## src/fpga_host_pkg.sv

```systemverilog
/*
  Shared widths, host CSR map, loader opcodes and packet layout for the FPGA host bridge.
  Modules import it inside their body and use scoped names in their port lists.
*/
`default_nettype none

package fpga_host_pkg;

  localparam int CSR_DATA_W = 32;
  localparam int CSR_ADDR_W = 4;

  localparam int NBF_ADDR_W   = 64;
  localparam int NBF_DATA_W   = 64;
  localparam int NBF_OPCODE_W = 8;
  localparam int NBF_FLITS    = 5;

  // host CSR map
  localparam logic [CSR_ADDR_W-1:0] CSR_NBF            = 4'h0;
  localparam logic [CSR_ADDR_W-1:0] CSR_HOST_TO_BP     = 4'h4;
  localparam logic [CSR_ADDR_W-1:0] CSR_BP_TO_HOST_CNT = 4'h8;
  localparam logic [CSR_ADDR_W-1:0] CSR_BP_TO_HOST     = 4'hC;

  // loader opcodes
  localparam logic [NBF_OPCODE_W-1:0] OP_WRITE32 = 8'h02;
  localparam logic [NBF_OPCODE_W-1:0] OP_WRITE64 = 8'h03;
  localparam logic [NBF_OPCODE_W-1:0] OP_FENCE   = 8'hFE;
  localparam logic [NBF_OPCODE_W-1:0] OP_FINISH  = 8'hFF;

  // wr_size encodings, log2 of the byte count
  localparam logic [1:0] SIZE_32 = 2'd2;
  localparam logic [1:0] SIZE_64 = 2'd3;

  typedef logic [CSR_DATA_W-1:0] word_t;

  // data in the low bits, then addr, opcode on top
  typedef struct packed {
    logic [NBF_OPCODE_W-1:0] opcode;
    logic [NBF_ADDR_W-1:0]   addr;
    logic [NBF_DATA_W-1:0]   data;
  } nbf_pkt_t;

endpackage

`default_nettype wire

```

## src/csr_apb.sv

```systemverilog
/*
  APB slave for the host CSRs: 0x0 loader flits, 0x4 host-to-processor words,
  0x8 processor-to-host fill count, 0xC processor-to-host pop.
*/
`timescale 1ns/1ps
`default_nettype none

module csr_apb #(
  parameter int MMIO_ELS = 16
) (
  input  wire                                   clk,
  input  wire                                   reset,
  input  wire                                   psel_i,
  input  wire                                   penable_i,
  input  wire                                   pwrite_i,
  input  wire [fpga_host_pkg::CSR_ADDR_W-1:0]   paddr_i,
  input  wire fpga_host_pkg::word_t             pwdata_i,
  output fpga_host_pkg::word_t                  prdata_o,
  output logic                                  pready_o,
  output logic                                  pslverr_o,
  output logic                                  flit_valid_o,
  output fpga_host_pkg::word_t                  flit_data_o,
  input  wire                                   flit_ready_i,
  output logic                                  h2b_valid_o,
  output fpga_host_pkg::word_t                  h2b_data_o,
  input  wire                                   h2b_ready_i,
  input  wire                                   b2h_valid_i,
  input  wire fpga_host_pkg::word_t             b2h_data_i,
  output logic                                  b2h_yumi_o,
  input  wire [$clog2(MMIO_ELS+1)-1:0]          b2h_count_i
);

  import fpga_host_pkg::*;

  logic  setup;
  logic  access;
  logic  hit_nbf;
  logic  hit_h2b;
  logic  hit_cnt;
  logic  hit_b2h;
  logic  mapped;
  logic  err_d;
  word_t rdata_d;

  assign setup  = psel_i & ~penable_i;
  assign access = psel_i & penable_i;

  assign hit_nbf = (paddr_i == CSR_NBF);
  assign hit_h2b = (paddr_i == CSR_HOST_TO_BP);
  assign hit_cnt = (paddr_i == CSR_BP_TO_HOST_CNT);
  assign hit_b2h = (paddr_i == CSR_BP_TO_HOST);
  assign mapped  = hit_nbf | hit_h2b | hit_cnt | hit_b2h;

  // write side, data goes straight through in the access phase
  assign flit_valid_o = access & pwrite_i & hit_nbf;
  assign flit_data_o  = pwdata_i;
  assign h2b_valid_o  = access & pwrite_i & hit_h2b;
  assign h2b_data_o   = pwdata_i;

  // only writes to a push target can stall
  always_comb begin
    pready_o = 1'b1;
    if (pwrite_i && hit_nbf) begin
      pready_o = flit_ready_i;
    end else if (pwrite_i && hit_h2b) begin
      pready_o = h2b_ready_i;
    end
  end

  // read-only CSRs reject writes
  assign err_d = ~mapped | (pwrite_i & (hit_cnt | hit_b2h));

  // pop in the setup phase so the head word is registered for the access phase
  assign b2h_yumi_o = setup & ~pwrite_i & hit_b2h & b2h_valid_i;

  always_comb begin
    rdata_d = '0;
    if (!pwrite_i && hit_cnt) begin
      rdata_d = CSR_DATA_W'(b2h_count_i);
    end else if (!pwrite_i && hit_b2h && b2h_valid_i) begin
      rdata_d = b2h_data_i;
    end
  end

  // error flag lives only for the access it belongs to
  always_ff @(posedge clk) begin
    if (reset) begin
      pslverr_o <= 1'b0;
    end else if (setup) begin
      pslverr_o <= err_d;
    end else if (access && pready_o) begin
      pslverr_o <= 1'b0;
    end
  end

  always_ff @(posedge clk) begin
    if (setup) begin
      prdata_o <= rdata_d;
    end
  end

endmodule

`default_nettype wire

```

## src/fpga_host.sv

```systemverilog
/*
  Top level of the FPGA host bridge: APB CSR decode, flit deserializer, packet queue,
  write issue, and the two word buffers between host and processor.
*/
`timescale 1ns/1ps
`default_nettype none

module fpga_host #(
  parameter int MMIO_ELS       = 16,
  parameter int NBF_MAX_WRITES = 4
) (
  input  wire                                   clk,
  input  wire                                   reset,
  // host APB
  input  wire                                   psel_i,
  input  wire                                   penable_i,
  input  wire                                   pwrite_i,
  input  wire [fpga_host_pkg::CSR_ADDR_W-1:0]   paddr_i,
  input  wire fpga_host_pkg::word_t             pwdata_i,
  output fpga_host_pkg::word_t                  prdata_o,
  output logic                                  pready_o,
  output logic                                  pslverr_o,
  // outbound writes
  output logic                                  wr_valid_o,
  input  wire                                   wr_ready_i,
  output logic [fpga_host_pkg::NBF_ADDR_W-1:0]  wr_addr_o,
  output logic [fpga_host_pkg::NBF_DATA_W-1:0]  wr_data_o,
  output logic [1:0]                            wr_size_o,
  input  wire                                   wr_done_i,
  // processor word streams
  output logic                                  bp_in_valid_o,
  input  wire                                   bp_in_ready_i,
  output fpga_host_pkg::word_t                  bp_in_data_o,
  input  wire                                   bp_out_valid_i,
  output logic                                  bp_out_ready_o,
  input  wire fpga_host_pkg::word_t             bp_out_data_i
);

  import fpga_host_pkg::*;

  localparam int CNT_W = $clog2(MMIO_ELS + 1);

  logic             flit_valid;
  word_t            flit_data;
  logic             flit_ready;
  logic             h2b_valid;
  word_t            h2b_data;
  logic             h2b_ready;
  logic             b2h_valid;
  word_t            b2h_data;
  logic             b2h_yumi;
  logic [CNT_W-1:0] b2h_count;
  logic             dsr_valid;
  nbf_pkt_t         dsr_pkt;
  logic             dsr_ready;
  logic             q_valid;
  nbf_pkt_t         q_pkt;
  logic             q_yumi;

  csr_apb #(
    .MMIO_ELS(MMIO_ELS)
  ) u_csr_apb (
    .clk          (clk),
    .reset        (reset),
    .psel_i       (psel_i),
    .penable_i    (penable_i),
    .pwrite_i     (pwrite_i),
    .paddr_i      (paddr_i),
    .pwdata_i     (pwdata_i),
    .prdata_o     (prdata_o),
    .pready_o     (pready_o),
    .pslverr_o    (pslverr_o),
    .flit_valid_o (flit_valid),
    .flit_data_o  (flit_data),
    .flit_ready_i (flit_ready),
    .h2b_valid_o  (h2b_valid),
    .h2b_data_o   (h2b_data),
    .h2b_ready_i  (h2b_ready),
    .b2h_valid_i  (b2h_valid),
    .b2h_data_i   (b2h_data),
    .b2h_yumi_o   (b2h_yumi),
    .b2h_count_i  (b2h_count)
  );

  nbf_deserializer u_nbf_deserializer (
    .clk          (clk),
    .reset        (reset),
    .flit_valid_i (flit_valid),
    .flit_data_i  (flit_data),
    .flit_ready_o (flit_ready),
    .pkt_valid_o  (dsr_valid),
    .pkt_o        (dsr_pkt),
    .pkt_ready_i  (dsr_ready)
  );

  word_fifo #(
    .MMIO_ELS  (MMIO_ELS),
    .payload_t (nbf_pkt_t)
  ) pkt_queue (
    .clk          (clk),
    .reset        (reset),
    .push_valid_i (dsr_valid),
    .push_data_i  (dsr_pkt),
    .push_ready_o (dsr_ready),
    .pop_valid_o  (q_valid),
    .pop_data_o   (q_pkt),
    .pop_yumi_i   (q_yumi),
    .count_o      ()
  );

  nbf_issue #(
    .NBF_MAX_WRITES(NBF_MAX_WRITES)
  ) u_nbf_issue (
    .clk         (clk),
    .reset       (reset),
    .pkt_valid_i (q_valid),
    .pkt_i       (q_pkt),
    .pkt_yumi_o  (q_yumi),
    .wr_valid_o  (wr_valid_o),
    .wr_ready_i  (wr_ready_i),
    .wr_addr_o   (wr_addr_o),
    .wr_data_o   (wr_data_o),
    .wr_size_o   (wr_size_o),
    .wr_done_i   (wr_done_i)
  );

  // the FIFO ignores yumi while empty, so ready serves as yumi
  word_fifo #(
    .MMIO_ELS  (MMIO_ELS),
    .payload_t (word_t)
  ) h2b_buffer (
    .clk          (clk),
    .reset        (reset),
    .push_valid_i (h2b_valid),
    .push_data_i  (h2b_data),
    .push_ready_o (h2b_ready),
    .pop_valid_o  (bp_in_valid_o),
    .pop_data_o   (bp_in_data_o),
    .pop_yumi_i   (bp_in_ready_i),
    .count_o      ()
  );

  word_fifo #(
    .MMIO_ELS  (MMIO_ELS),
    .payload_t (word_t)
  ) b2h_buffer (
    .clk          (clk),
    .reset        (reset),
    .push_valid_i (bp_out_valid_i),
    .push_data_i  (bp_out_data_i),
    .push_ready_o (bp_out_ready_o),
    .pop_valid_o  (b2h_valid),
    .pop_data_o   (b2h_data),
    .pop_yumi_i   (b2h_yumi),
    .count_o      (b2h_count)
  );

endmodule

`default_nettype wire

```

## src/nbf_deserializer.sv

```systemverilog
/*
  Collects five 32-bit loader flits into one packet.
  The packet is held, with flits refused, until the packet queue takes it.
*/
`timescale 1ns/1ps
`default_nettype none

module nbf_deserializer (
  input  wire                      clk,
  input  wire                      reset,
  input  wire                      flit_valid_i,
  input  wire fpga_host_pkg::word_t flit_data_i,
  output logic                     flit_ready_o,
  output logic                     pkt_valid_o,
  output fpga_host_pkg::nbf_pkt_t  pkt_o,
  input  wire                      pkt_ready_i
);

  import fpga_host_pkg::*;

  localparam int CNT_W = $clog2(NBF_FLITS + 1);

  logic [CNT_W-1:0]            cnt_q;
  word_t [NBF_FLITS-1:0]       flit_q;
  logic                        flit_fire;
  logic                        pkt_fire;

  assign flit_ready_o = (cnt_q != CNT_W'(NBF_FLITS));
  assign pkt_valid_o  = (cnt_q == CNT_W'(NBF_FLITS));

  assign flit_fire = flit_valid_i & flit_ready_o;
  assign pkt_fire  = pkt_valid_o & pkt_ready_i;

  // new flits enter at the top, so flit 0 settles in slot 0
  always_ff @(posedge clk) begin
    if (flit_fire) begin
      flit_q <= {flit_data_i, flit_q[NBF_FLITS-1:1]};
    end
  end

  always_ff @(posedge clk) begin
    if (reset) begin
      cnt_q <= '0;
    end else if (pkt_fire) begin
      cnt_q <= '0;
    end else if (flit_fire) begin
      cnt_q <= cnt_q + 1'b1;
    end
  end

  // upper bits of the opcode flit are dropped
  assign pkt_o = nbf_pkt_t'({flit_q[NBF_FLITS-1][NBF_OPCODE_W-1:0],
                             flit_q[NBF_FLITS-2:0]});

endmodule

`default_nettype wire

```

## src/nbf_issue.sv

```systemverilog
/*
  Decodes loader packets and issues single-beat writes on the outbound port.
  Tracks outstanding writes against NBF_MAX_WRITES and holds fences until all are done.
*/
`timescale 1ns/1ps
`default_nettype none

module nbf_issue #(
  parameter int NBF_MAX_WRITES = 4
) (
  input  wire                                   clk,
  input  wire                                   reset,
  input  wire                                   pkt_valid_i,
  input  wire fpga_host_pkg::nbf_pkt_t          pkt_i,
  output logic                                  pkt_yumi_o,
  output logic                                  wr_valid_o,
  input  wire                                   wr_ready_i,
  output logic [fpga_host_pkg::NBF_ADDR_W-1:0]  wr_addr_o,
  output logic [fpga_host_pkg::NBF_DATA_W-1:0]  wr_data_o,
  output logic [1:0]                            wr_size_o,
  input  wire                                   wr_done_i
);

  import fpga_host_pkg::*;

  localparam int CRED_W = $clog2(NBF_MAX_WRITES + 1);

  logic [CRED_W-1:0] credits_q;
  logic              launch;
  logic              retire;
  logic              can_issue;
  logic              drained;
  logic              load_wr;
  logic              is_w32;

  assign launch = wr_valid_o & wr_ready_i;
  assign retire = wr_done_i & (credits_q != '0);

  // a new command needs an empty slot and a free credit
  assign can_issue = ~wr_valid_o & (credits_q < CRED_W'(NBF_MAX_WRITES));
  assign drained   = ~wr_valid_o & (credits_q == '0);
  assign is_w32    = (pkt_i.opcode == OP_WRITE32);

  always_comb begin
    load_wr    = 1'b0;
    pkt_yumi_o = 1'b0;
    case (pkt_i.opcode)
      OP_WRITE32, OP_WRITE64: begin
        load_wr    = pkt_valid_i & can_issue;
        pkt_yumi_o = load_wr;
      end
      OP_FENCE: begin
        pkt_yumi_o = pkt_valid_i & drained;
      end
      OP_FINISH: begin
        // nothing to do on the bridge side
        pkt_yumi_o = pkt_valid_i;
      end
      default: begin
        pkt_yumi_o = pkt_valid_i;
      end
    endcase
  end

  always_ff @(posedge clk) begin
    if (reset) begin
      wr_valid_o <= 1'b0;
    end else if (load_wr) begin
      wr_valid_o <= 1'b1;
    end else if (launch) begin
      wr_valid_o <= 1'b0;
    end
  end

  // 32-bit writes put the low word in both halves
  always_ff @(posedge clk) begin
    if (load_wr) begin
      wr_addr_o <= pkt_i.addr;
      wr_data_o <= is_w32 ? {2{pkt_i.data[31:0]}} : pkt_i.data;
      wr_size_o <= is_w32 ? SIZE_32 : SIZE_64;
    end
  end

  always_ff @(posedge clk) begin
    if (reset) begin
      credits_q <= '0;
    end else begin
      case ({launch, retire})
        2'b10:   credits_q <= credits_q + 1'b1;
        2'b01:   credits_q <= credits_q - 1'b1;
        default: credits_q <= credits_q;
      endcase
    end
  end

endmodule

`default_nettype wire

```

## src/word_fifo.sv

```systemverilog
/*
  Synchronous FIFO with a type-parameter payload and an occupancy count.
  Push is valid/ready, pop is valid/yumi; a push shows at the output one cycle later.
*/
`timescale 1ns/1ps
`default_nettype none

module word_fifo #(
  parameter int  MMIO_ELS  = 16,
  parameter type payload_t = logic [31:0]
) (
  input  wire                              clk,
  input  wire                              reset,
  input  wire                              push_valid_i,
  input  wire payload_t                    push_data_i,
  output logic                             push_ready_o,
  output logic                             pop_valid_o,
  output payload_t                         pop_data_o,
  input  wire                              pop_yumi_i,
  output logic [$clog2(MMIO_ELS+1)-1:0]    count_o
);

  localparam int PTR_W = (MMIO_ELS > 1) ? $clog2(MMIO_ELS) : 1;
  localparam int CNT_W = $clog2(MMIO_ELS + 1);

  payload_t         mem [MMIO_ELS];
  logic [PTR_W-1:0] wr_ptr_q;
  logic [PTR_W-1:0] rd_ptr_q;
  logic [CNT_W-1:0] count_q;
  logic             push_fire;
  logic             pop_fire;

  // wrap explicitly so any depth works
  function automatic logic [PTR_W-1:0] ptr_inc(input logic [PTR_W-1:0] ptr);
    return (ptr == PTR_W'(MMIO_ELS - 1)) ? '0 : ptr + 1'b1;
  endfunction

  assign push_ready_o = (count_q != CNT_W'(MMIO_ELS));
  assign pop_valid_o  = (count_q != '0);
  assign pop_data_o   = mem[rd_ptr_q];
  assign count_o      = count_q;

  // full push and empty pop are refused here
  assign push_fire = push_valid_i & push_ready_o;
  assign pop_fire  = pop_yumi_i & pop_valid_o;

  always_ff @(posedge clk) begin
    if (push_fire) begin
      mem[wr_ptr_q] <= push_data_i;
    end
  end

  always_ff @(posedge clk) begin
    if (reset) begin
      wr_ptr_q <= '0;
      rd_ptr_q <= '0;
      count_q  <= '0;
    end else begin
      if (push_fire) begin
        wr_ptr_q <= ptr_inc(wr_ptr_q);
      end
      if (pop_fire) begin
        rd_ptr_q <= ptr_inc(rd_ptr_q);
      end
      case ({push_fire, pop_fire})
        2'b10:   count_q <= count_q + 1'b1;
        2'b01:   count_q <= count_q - 1'b1;
        default: count_q <= count_q;
      endcase
    end
  end

endmodule

`default_nettype wire
```

## config.mk

```make
export PLATFORM = sky130hd
export DESIGN_NAME = fpga_host
export DESIGN_NICKNAME = d
export VERILOG_FILES = /design/src/fpga_host_pkg.sv /design/src/csr_apb.sv /design/src/fpga_host.sv /design/src/nbf_deserializer.sv /design/src/nbf_issue.sv /design/src/word_fifo.sv
export SDC_FILE = /design/constraint.sdc
export NUM_CORES = 2
export LEC_CHECK = 0
export ABC_AREA = 0
export CAP_MARGIN = 30
export CORE_ASPECT_RATIO = 1.4
export CORE_UTILIZATION = 50
export CTS_BUF_LIST = sky130_fd_sc_hd__clkbuf_16
export DETAILED_ROUTE_END_ITERATION = 6
export DONT_BUFFER_PORTS = 1
export GPL_TIMING_DRIVEN = 1
export HOLD_SLACK_MARGIN = 0.02
export PLACE_DENSITY_LB_ADDON = 0.15
export REMOVE_ABC_BUFFERS = 1
export SETUP_SLACK_MARGIN = 0.5
export SLEW_MARGIN = 20
export SYNTH_ARGS = -nofsm -noshare
export SYNTH_HDL_FRONTEND = slang
export SYNTH_SLANG_ARGS = --single-unit
```

## constraint.sdc

```tcl
create_clock -name clk -period 52.2 [get_ports clk]
set_clock_uncertainty 0.05 [all_clocks]
set_input_delay 10.44 -clock clk [delete_from_list [all_inputs] [get_ports clk]]
set_output_delay 10.44 -clock clk [all_outputs]
set_load 0.005 [all_outputs]
```

; ---- Word-level counts from Yosys, hierarchy flattened
; Memory sizes are Yosys's and may differ from the RTL's. A register that Yosys moved wholly into a read port is not among the register bits.
; Index checks and enable logic that the tools add are counted.
[word_totals]
reg_bits = 369
mem_bits_rw = 3200
elab_cells = 155
memories = 3
[mem_list]
columns = name, depth, word_bits, read_ports, rd_ports_with_merged_regs, write_ports, line_no
row1 = pkt_queue.mem, 16, 136, 1, 1, 1, word_fifo.sv:26  ; payload_t mem [MMIO_ELS];
row2 = b2h_buffer.mem, 16, 32, 1, 1, 1, word_fifo.sv:26
row3 = h2b_buffer.mem, 16, 32, 1, 1, 1, word_fifo.sv:26
[op_classes]
n_addsub = 15
n_lt_le_gt_ge = 1
n_eq_ne = 25
muxes = 34
bitwise_logic = 32
n_reduce_logical = 22
[op_table]
columns = cell, count
row1 = $mux W64, 1
row2 = $mux W4, 12
row3 = $eq A4 B4 Y1 const B, 8
row4 = $pmux W5 S2, 3
row5 = $add A4 B1 Y4 const B, 6
row6 = $and A1 B1 Y1, 22
row7 = $eq A8 B2 Y1 const B, 2
row8 = $add A5 B1 Y5 const B, 3
row9 = $ne A5 B5 Y1 const B, 3
row10 = $reduce_bool A5 Y1, 3
row11 = $sub A5 B1 Y5 const B, 3
row12 = $mux W1, 14
row13 = $reduce_bool A2 Y1, 6
row14 = $mux W5, 2
row15 = $eq A2 B1 Y1 const B, 4
row16 = $eq A2 B2 Y1 const B, 4
row17 = $eq A8 B8 Y1 const B, 1
row18 = $add A3 B1 Y3 const B, 2
row19 = $logic_and A1 B1 Y1, 6
row20 = $pmux W3 S2, 1
row21 = $reduce_or A2 Y1, 3
row22 = $not A1 Y1, 5
row23 = $or A1 B1 Y1, 5
row24 = $eq A4 B3 Y1 const B, 1
row25 = 9 further kinds, 9

; ---- Logic depth before layout (Yosys ltp)
[depth]
ltp_word = 8
ltp_mapped = 21
depth_no_buf = 16

; ---- Modules after synthesis
; A second synthesis with hierarchy kept.
[hier_totals]
hier_cells = 5771
hier_area_um2 = 135371.1
[by_module_without_submodules]
columns = mod, n_inst, cells_each, area_per_inst_um2, seq_area_each_um2
row1 = word_fifo (pkt_queue), 1, 3452, 82070.0, 65683.0
row2 = word_fifo (b2h_buffer ...), 2, 826, 20433.3, 15715.1
row3 = nbf_deserializer, 1, 315, 6010.8, 4864.7
row4 = nbf_issue, 1, 202, 4579.4, 3953.8
row5 = csr_apb, 1, 150, 1844.3, 980.9

; ---- Worst setup path after synthesis
; No wires, ideal clock.
[synth_path]
path_kind = in2reg
startpoint = in paddr_i[1] in the netlist's numbering
endpoint = reg u_nbf_deserializer.cnt_q[1]
arrival_ps = 24241
path_slack_ps = 27248
stages = 4
cell_sequence = nor4b_1 > nand3_1 > nor3b_1 > a2111oi_0
[synth_via]
elab_chain_cells = 3
[synth_rtl]
columns = element, line_no
row1 = from (decl), fpga_host.sv:18  ; input wire [fpga_host_pkg::CSR_ADDR_W-1:0] paddr_i,
row2 = $logic_not A4 Y1, csr_apb.sv:48  ; assign hit_nbf = (paddr_i == CSR_NBF);
row3 = $and A1 B1 Y1, csr_apb.sv:55  ; assign flit_valid_o = access & pwrite_i & hit_nbf;
row4 = $and A1 B1 Y1, nbf_deserializer.sv:31  ; assign flit_fire = flit_valid_i & flit_ready_o;
row5 = net u_nbf_deserializer.flit_fire, nbf_deserializer.sv:25  ; logic flit_fire;
row6 = to (signal assigned), nbf_deserializer.sv:47  ; cnt_q <= cnt_q + 1'b1;
row7 = to (decl), nbf_deserializer.sv:23  ; logic [CNT_W-1:0] cnt_q;
; The timed path passes the listed nets, and every way through them passes these cells.
; A chain may end at the register's enable or synchronous reset.

; ---- Worst setup path in the final report
[layout_path]
startpoint = in paddr_i[1] in the netlist's numbering
endpoint = out pready_o
[layout_via]
elab_chain_cells = 4
[layout_rtl]
columns = element, line_no
row1 = $eq A4 B3 Y1, csr_apb.sv:49  ; assign hit_h2b = (paddr_i == CSR_HOST_TO_BP);
row2 = $logic_and A1 B1 Y1, csr_apb.sv:65  ; end else if (pwrite_i && hit_h2b) begin
row3 = $mux W1, csr_apb.sv:65
row4 = $mux W1 *, csr_apb.sv:63  ; if (pwrite_i && hit_nbf) begin
row5 = to (decl), fpga_host.sv:21  ; output logic pready_o,
; Mark *: on every way between the ends. The rest lies on a longest branch, timed or not.

==> metrics.md <==
| Metric | Value |
|---|---|
| Status | complete, no violations |
| Crit Path Class | in -> out |
| Buf/Inv on CP | 0 |
| Setup TNS | 0 ns |
| Synth Flop Type | edfxtp_1 |
| Pre-antenna DRT Iters | 5 |
| CTS buffer count | between 300 and 400 |
| Starting Density | 0.5023 |
| Slew Limit Fails | 0 |
| Worst Max-Slew Pin Slew | roughly 1 ns |
| Post-synth cell types | 57 |
| Sequential share of the synthesized area | 0.8011 |
| Root Buffer | clkbuf_16 |
| Final Setup Violations | 0 |
| Fin crit share | 0.4138 |
| Vias in the first global route | 60.46k |
| Fin util | 0.5596 |
| Gp weighted congestion | slightly above 0.7 |
| Layout cells sized above 1 | 0.2817 |
| Rows | roughly 220 |
| Synth async-reset ratio | 0 |
| Die Height | 613.3 um |
| Most common cell after layout, fill and taps aside | edfxtp_1 |
| First-pass GRT wire length | around 420000 um |
| Post-CTS setup buffers | 0 |
| DIE WIDTH | 438.6 um |
| Starting DRT DRC Count | 4598 |
| WL/cell | 31.11 um |
| CTS max path bufs | 4 |
| VDD IR max | 0.03712 mV |
| Critical-path top delay cell | nor4b_1 |
| Worst-skew pair later-pin latency | between 0.8 and 0.9 ns |
| Top cell type's share of synthesized area | 0.7922 |
| CORE AREA | 265700 um2 |
| Largest net degree at the start of global routing | 131 |
| Vias | 56.48k |
| Total track usage | 0.2173 |
| FF+latch count, synth | approximately 3.6k |
| Minimum clock period after layout | ~22 ns |
| Highest clock rate | ~46 MHz |
| IO Pins | 276 |
| Max Cap Violations | 0 |
| Crit path required time | 41.71 ns |
| RSZ-0062 raised after global routing | no |
| # clock sinks | 3580 |
| Critical Path Max Stage Delay | 0.51 ns |
| Cell area after synthesis | 133500 um2 |
| Hpwl dp | 140800 um |
| Synth top area cells | edfxtp_1, mux4_2, dfxtp_1 |
| CP Launch Type | input port |
| Crit-path cells | nor4b_1 > nand2_1 |
| Worst Path Arrival | ~11 ns |
| Antenna Nets Post-Route | 0 |
| Syn avg cell area | 24.88 um2 |
| Fill count | around 19k |
| CTS Hold Bufs | 0 |
| Critical path peak fanout | 3 |
| Antenna violations before repair | 14 |
| Most frequent cells in the layout | edfxtp_1, mux4_2, clkbuf_16, buf_4, inv_1 |
| Rel. slew slack | 0.3191 |
| Area Growth Syn to Fin | 11.41% |
| CTS tree | done |
| Worst Setup End Kind | output pin |
| Synth warn | 0 |
| Area leader, netlist | edfxtp_1 |
| Post-CTS Resized | 0 |
| # port buffers | 0 |
| Worst hold path class | reg -> reg |
| Die Footprint | 269000 um2 |
| Drt total wl | about 290000 um |
| Clock-pin slew on the worst setup and hold paths | 0.06 ns |
| Power per standard cell area | 42.68 nW/um2 |
| H-tree depth | 5 |
| Vias per cell | 6.060 |
| Leakage power | 44.70 nW |
| Final net count | between 5k and 6k |
| Fin. Hold Viols | 0 |
| Cells after Synth | around 5.4k |
| Gr ovfl total | 0 |
| Drt drc | 0 |
| Post-synth EDFFs | 3521 |
| Crit-path leading delay family | simple AND/OR/NAND/NOR gates |
[kinds of logic (layout without fill, tap and decap cells)]
group                    count (synthesis)  count (layout)  synth area share
multiplexers                          1036            1036            0.1683
AND/OR/NAND/NOR                        266             266           0.01023
adder cells (fa/ha/maj)                 33              33          0.003263
other                                    1               4        0.00002810
AO/OA/AOI/OAI                          130             130          0.006094
buffers and inverters                  290             740          0.009160
flip-flops                            3580            3580            0.8011
XOR/XNOR                                28              28          0.001838
[registers in the layout, summed over array words and instances, names as in the netlist, named ones only]
register,cells
pkt_queue.mem,2176
b2h_buffer.mem,512
h2b_buffer.mem,512
u_nbf_deserializer.pkt_o,136
u_nbf_issue.wr_addr_o,64
u_nbf_issue.wr_data_o,64
u_csr_apb.prdata_o,32
u_nbf_deserializer.flit_q,24
b2h_buffer.count_o,5
h2b_buffer.count_o,5
pkt_queue.count_o,5
b2h_buffer.rd_ptr_q,4
b2h_buffer.wr_ptr_q,4
h2b_buffer.rd_ptr_q,4
h2b_buffer.wr_ptr_q,4
pkt_queue.rd_ptr_q,4
pkt_queue.wr_ptr_q,4
u_nbf_deserializer.cnt_q,3
u_nbf_issue.credits_q,3
u_csr_apb.pslverr_o,1
u_nbf_issue.wr_size_o,1
u_nbf_issue.wr_valid_o,1
[routing by layer]
metal	track usage	vias to the layer above	share of wire
li1	-	23430	-
met1	0.2884	31250	0.40
met2	0.3747	1449	0.52
met3	0.04409	343	0.061
met4	0.04277	6	0.016
met5	0	-	0.00016
[worst paths after layout]
kind	start	end	slack [ns]	cells past startpoint
worst max register to register	flip-flop	pkt_queue.count_o[4]	45.87	18
worst min register to register	u_nbf_deserializer.flit_q[157]	u_nbf_deserializer.pkt_o[125]	0.37	0
worst min-delay path	u_nbf_deserializer.flit_q[157]	u_nbf_deserializer.pkt_o[125]	0.37	0
worst max-delay path	paddr_i[1]	pready_o	30.60	2
[per-stage QoR]
stage | cell area, um2 | power [W] | cells | worst slack (ns) | hold slack, ns
global route | 148700 | 0.006566 | 9318 | 30.52 | 0.3859
global placement | 138200 | 0.004107 | 8729 | 30.54 | 0.3572
floorplan | 132400 | 0.004605 | 5105 | 19.17 | 0.3503
CTS | 148600 | 0.006424 | 9315 | 30.60 | 0.3734
finish | 148700 | 0.006345 | 9320 | 30.60 | 0.3740
detailed placement | 138400 | 0.004111 | 8735 | 30.59 | 0.3581
[power by group]
part	internal [W]	total (W)	switching [W]
logic	0.000459	0.000847	0.000389
registers	0.00316	0.00318	0.0000252
clock network	0.00129	0.00232	0.00103
total	0.00490	0.00635	0.00144
[cells in the mapped netlist, types with 16 or more instances]
cell type	count
a211oi_1	25
a21oi_1	59
buf_1	36
buf_2	68
clkbuf_1	147
dfxtp_1	59
edfxtp_1	3521
ha_1	30
inv_1	31
mux2_2	33
mux2i_1	40
mux4_2	963
nand2_1	48
nand2b_1	16
nor2_1	82
nor2b_1	55
nor3_1	22
o21ai_0	21
xor2_1	22
[cell type report]
class	instances	area [um2]	area share
antenna	3	7.507	0.00005049
clock buffer	343	8583	0.05773
clock inverter	237	1655	0.01113
inverter	31	116.4	0.0007826
multi-input combinational	1494	25670	0.1726
sequential	3580	106900	0.7193
tap	3503	4383	0.02948
timing repair buffer	129	1326	0.008920
No activity file was read; power rests on OpenSTA's default activity.
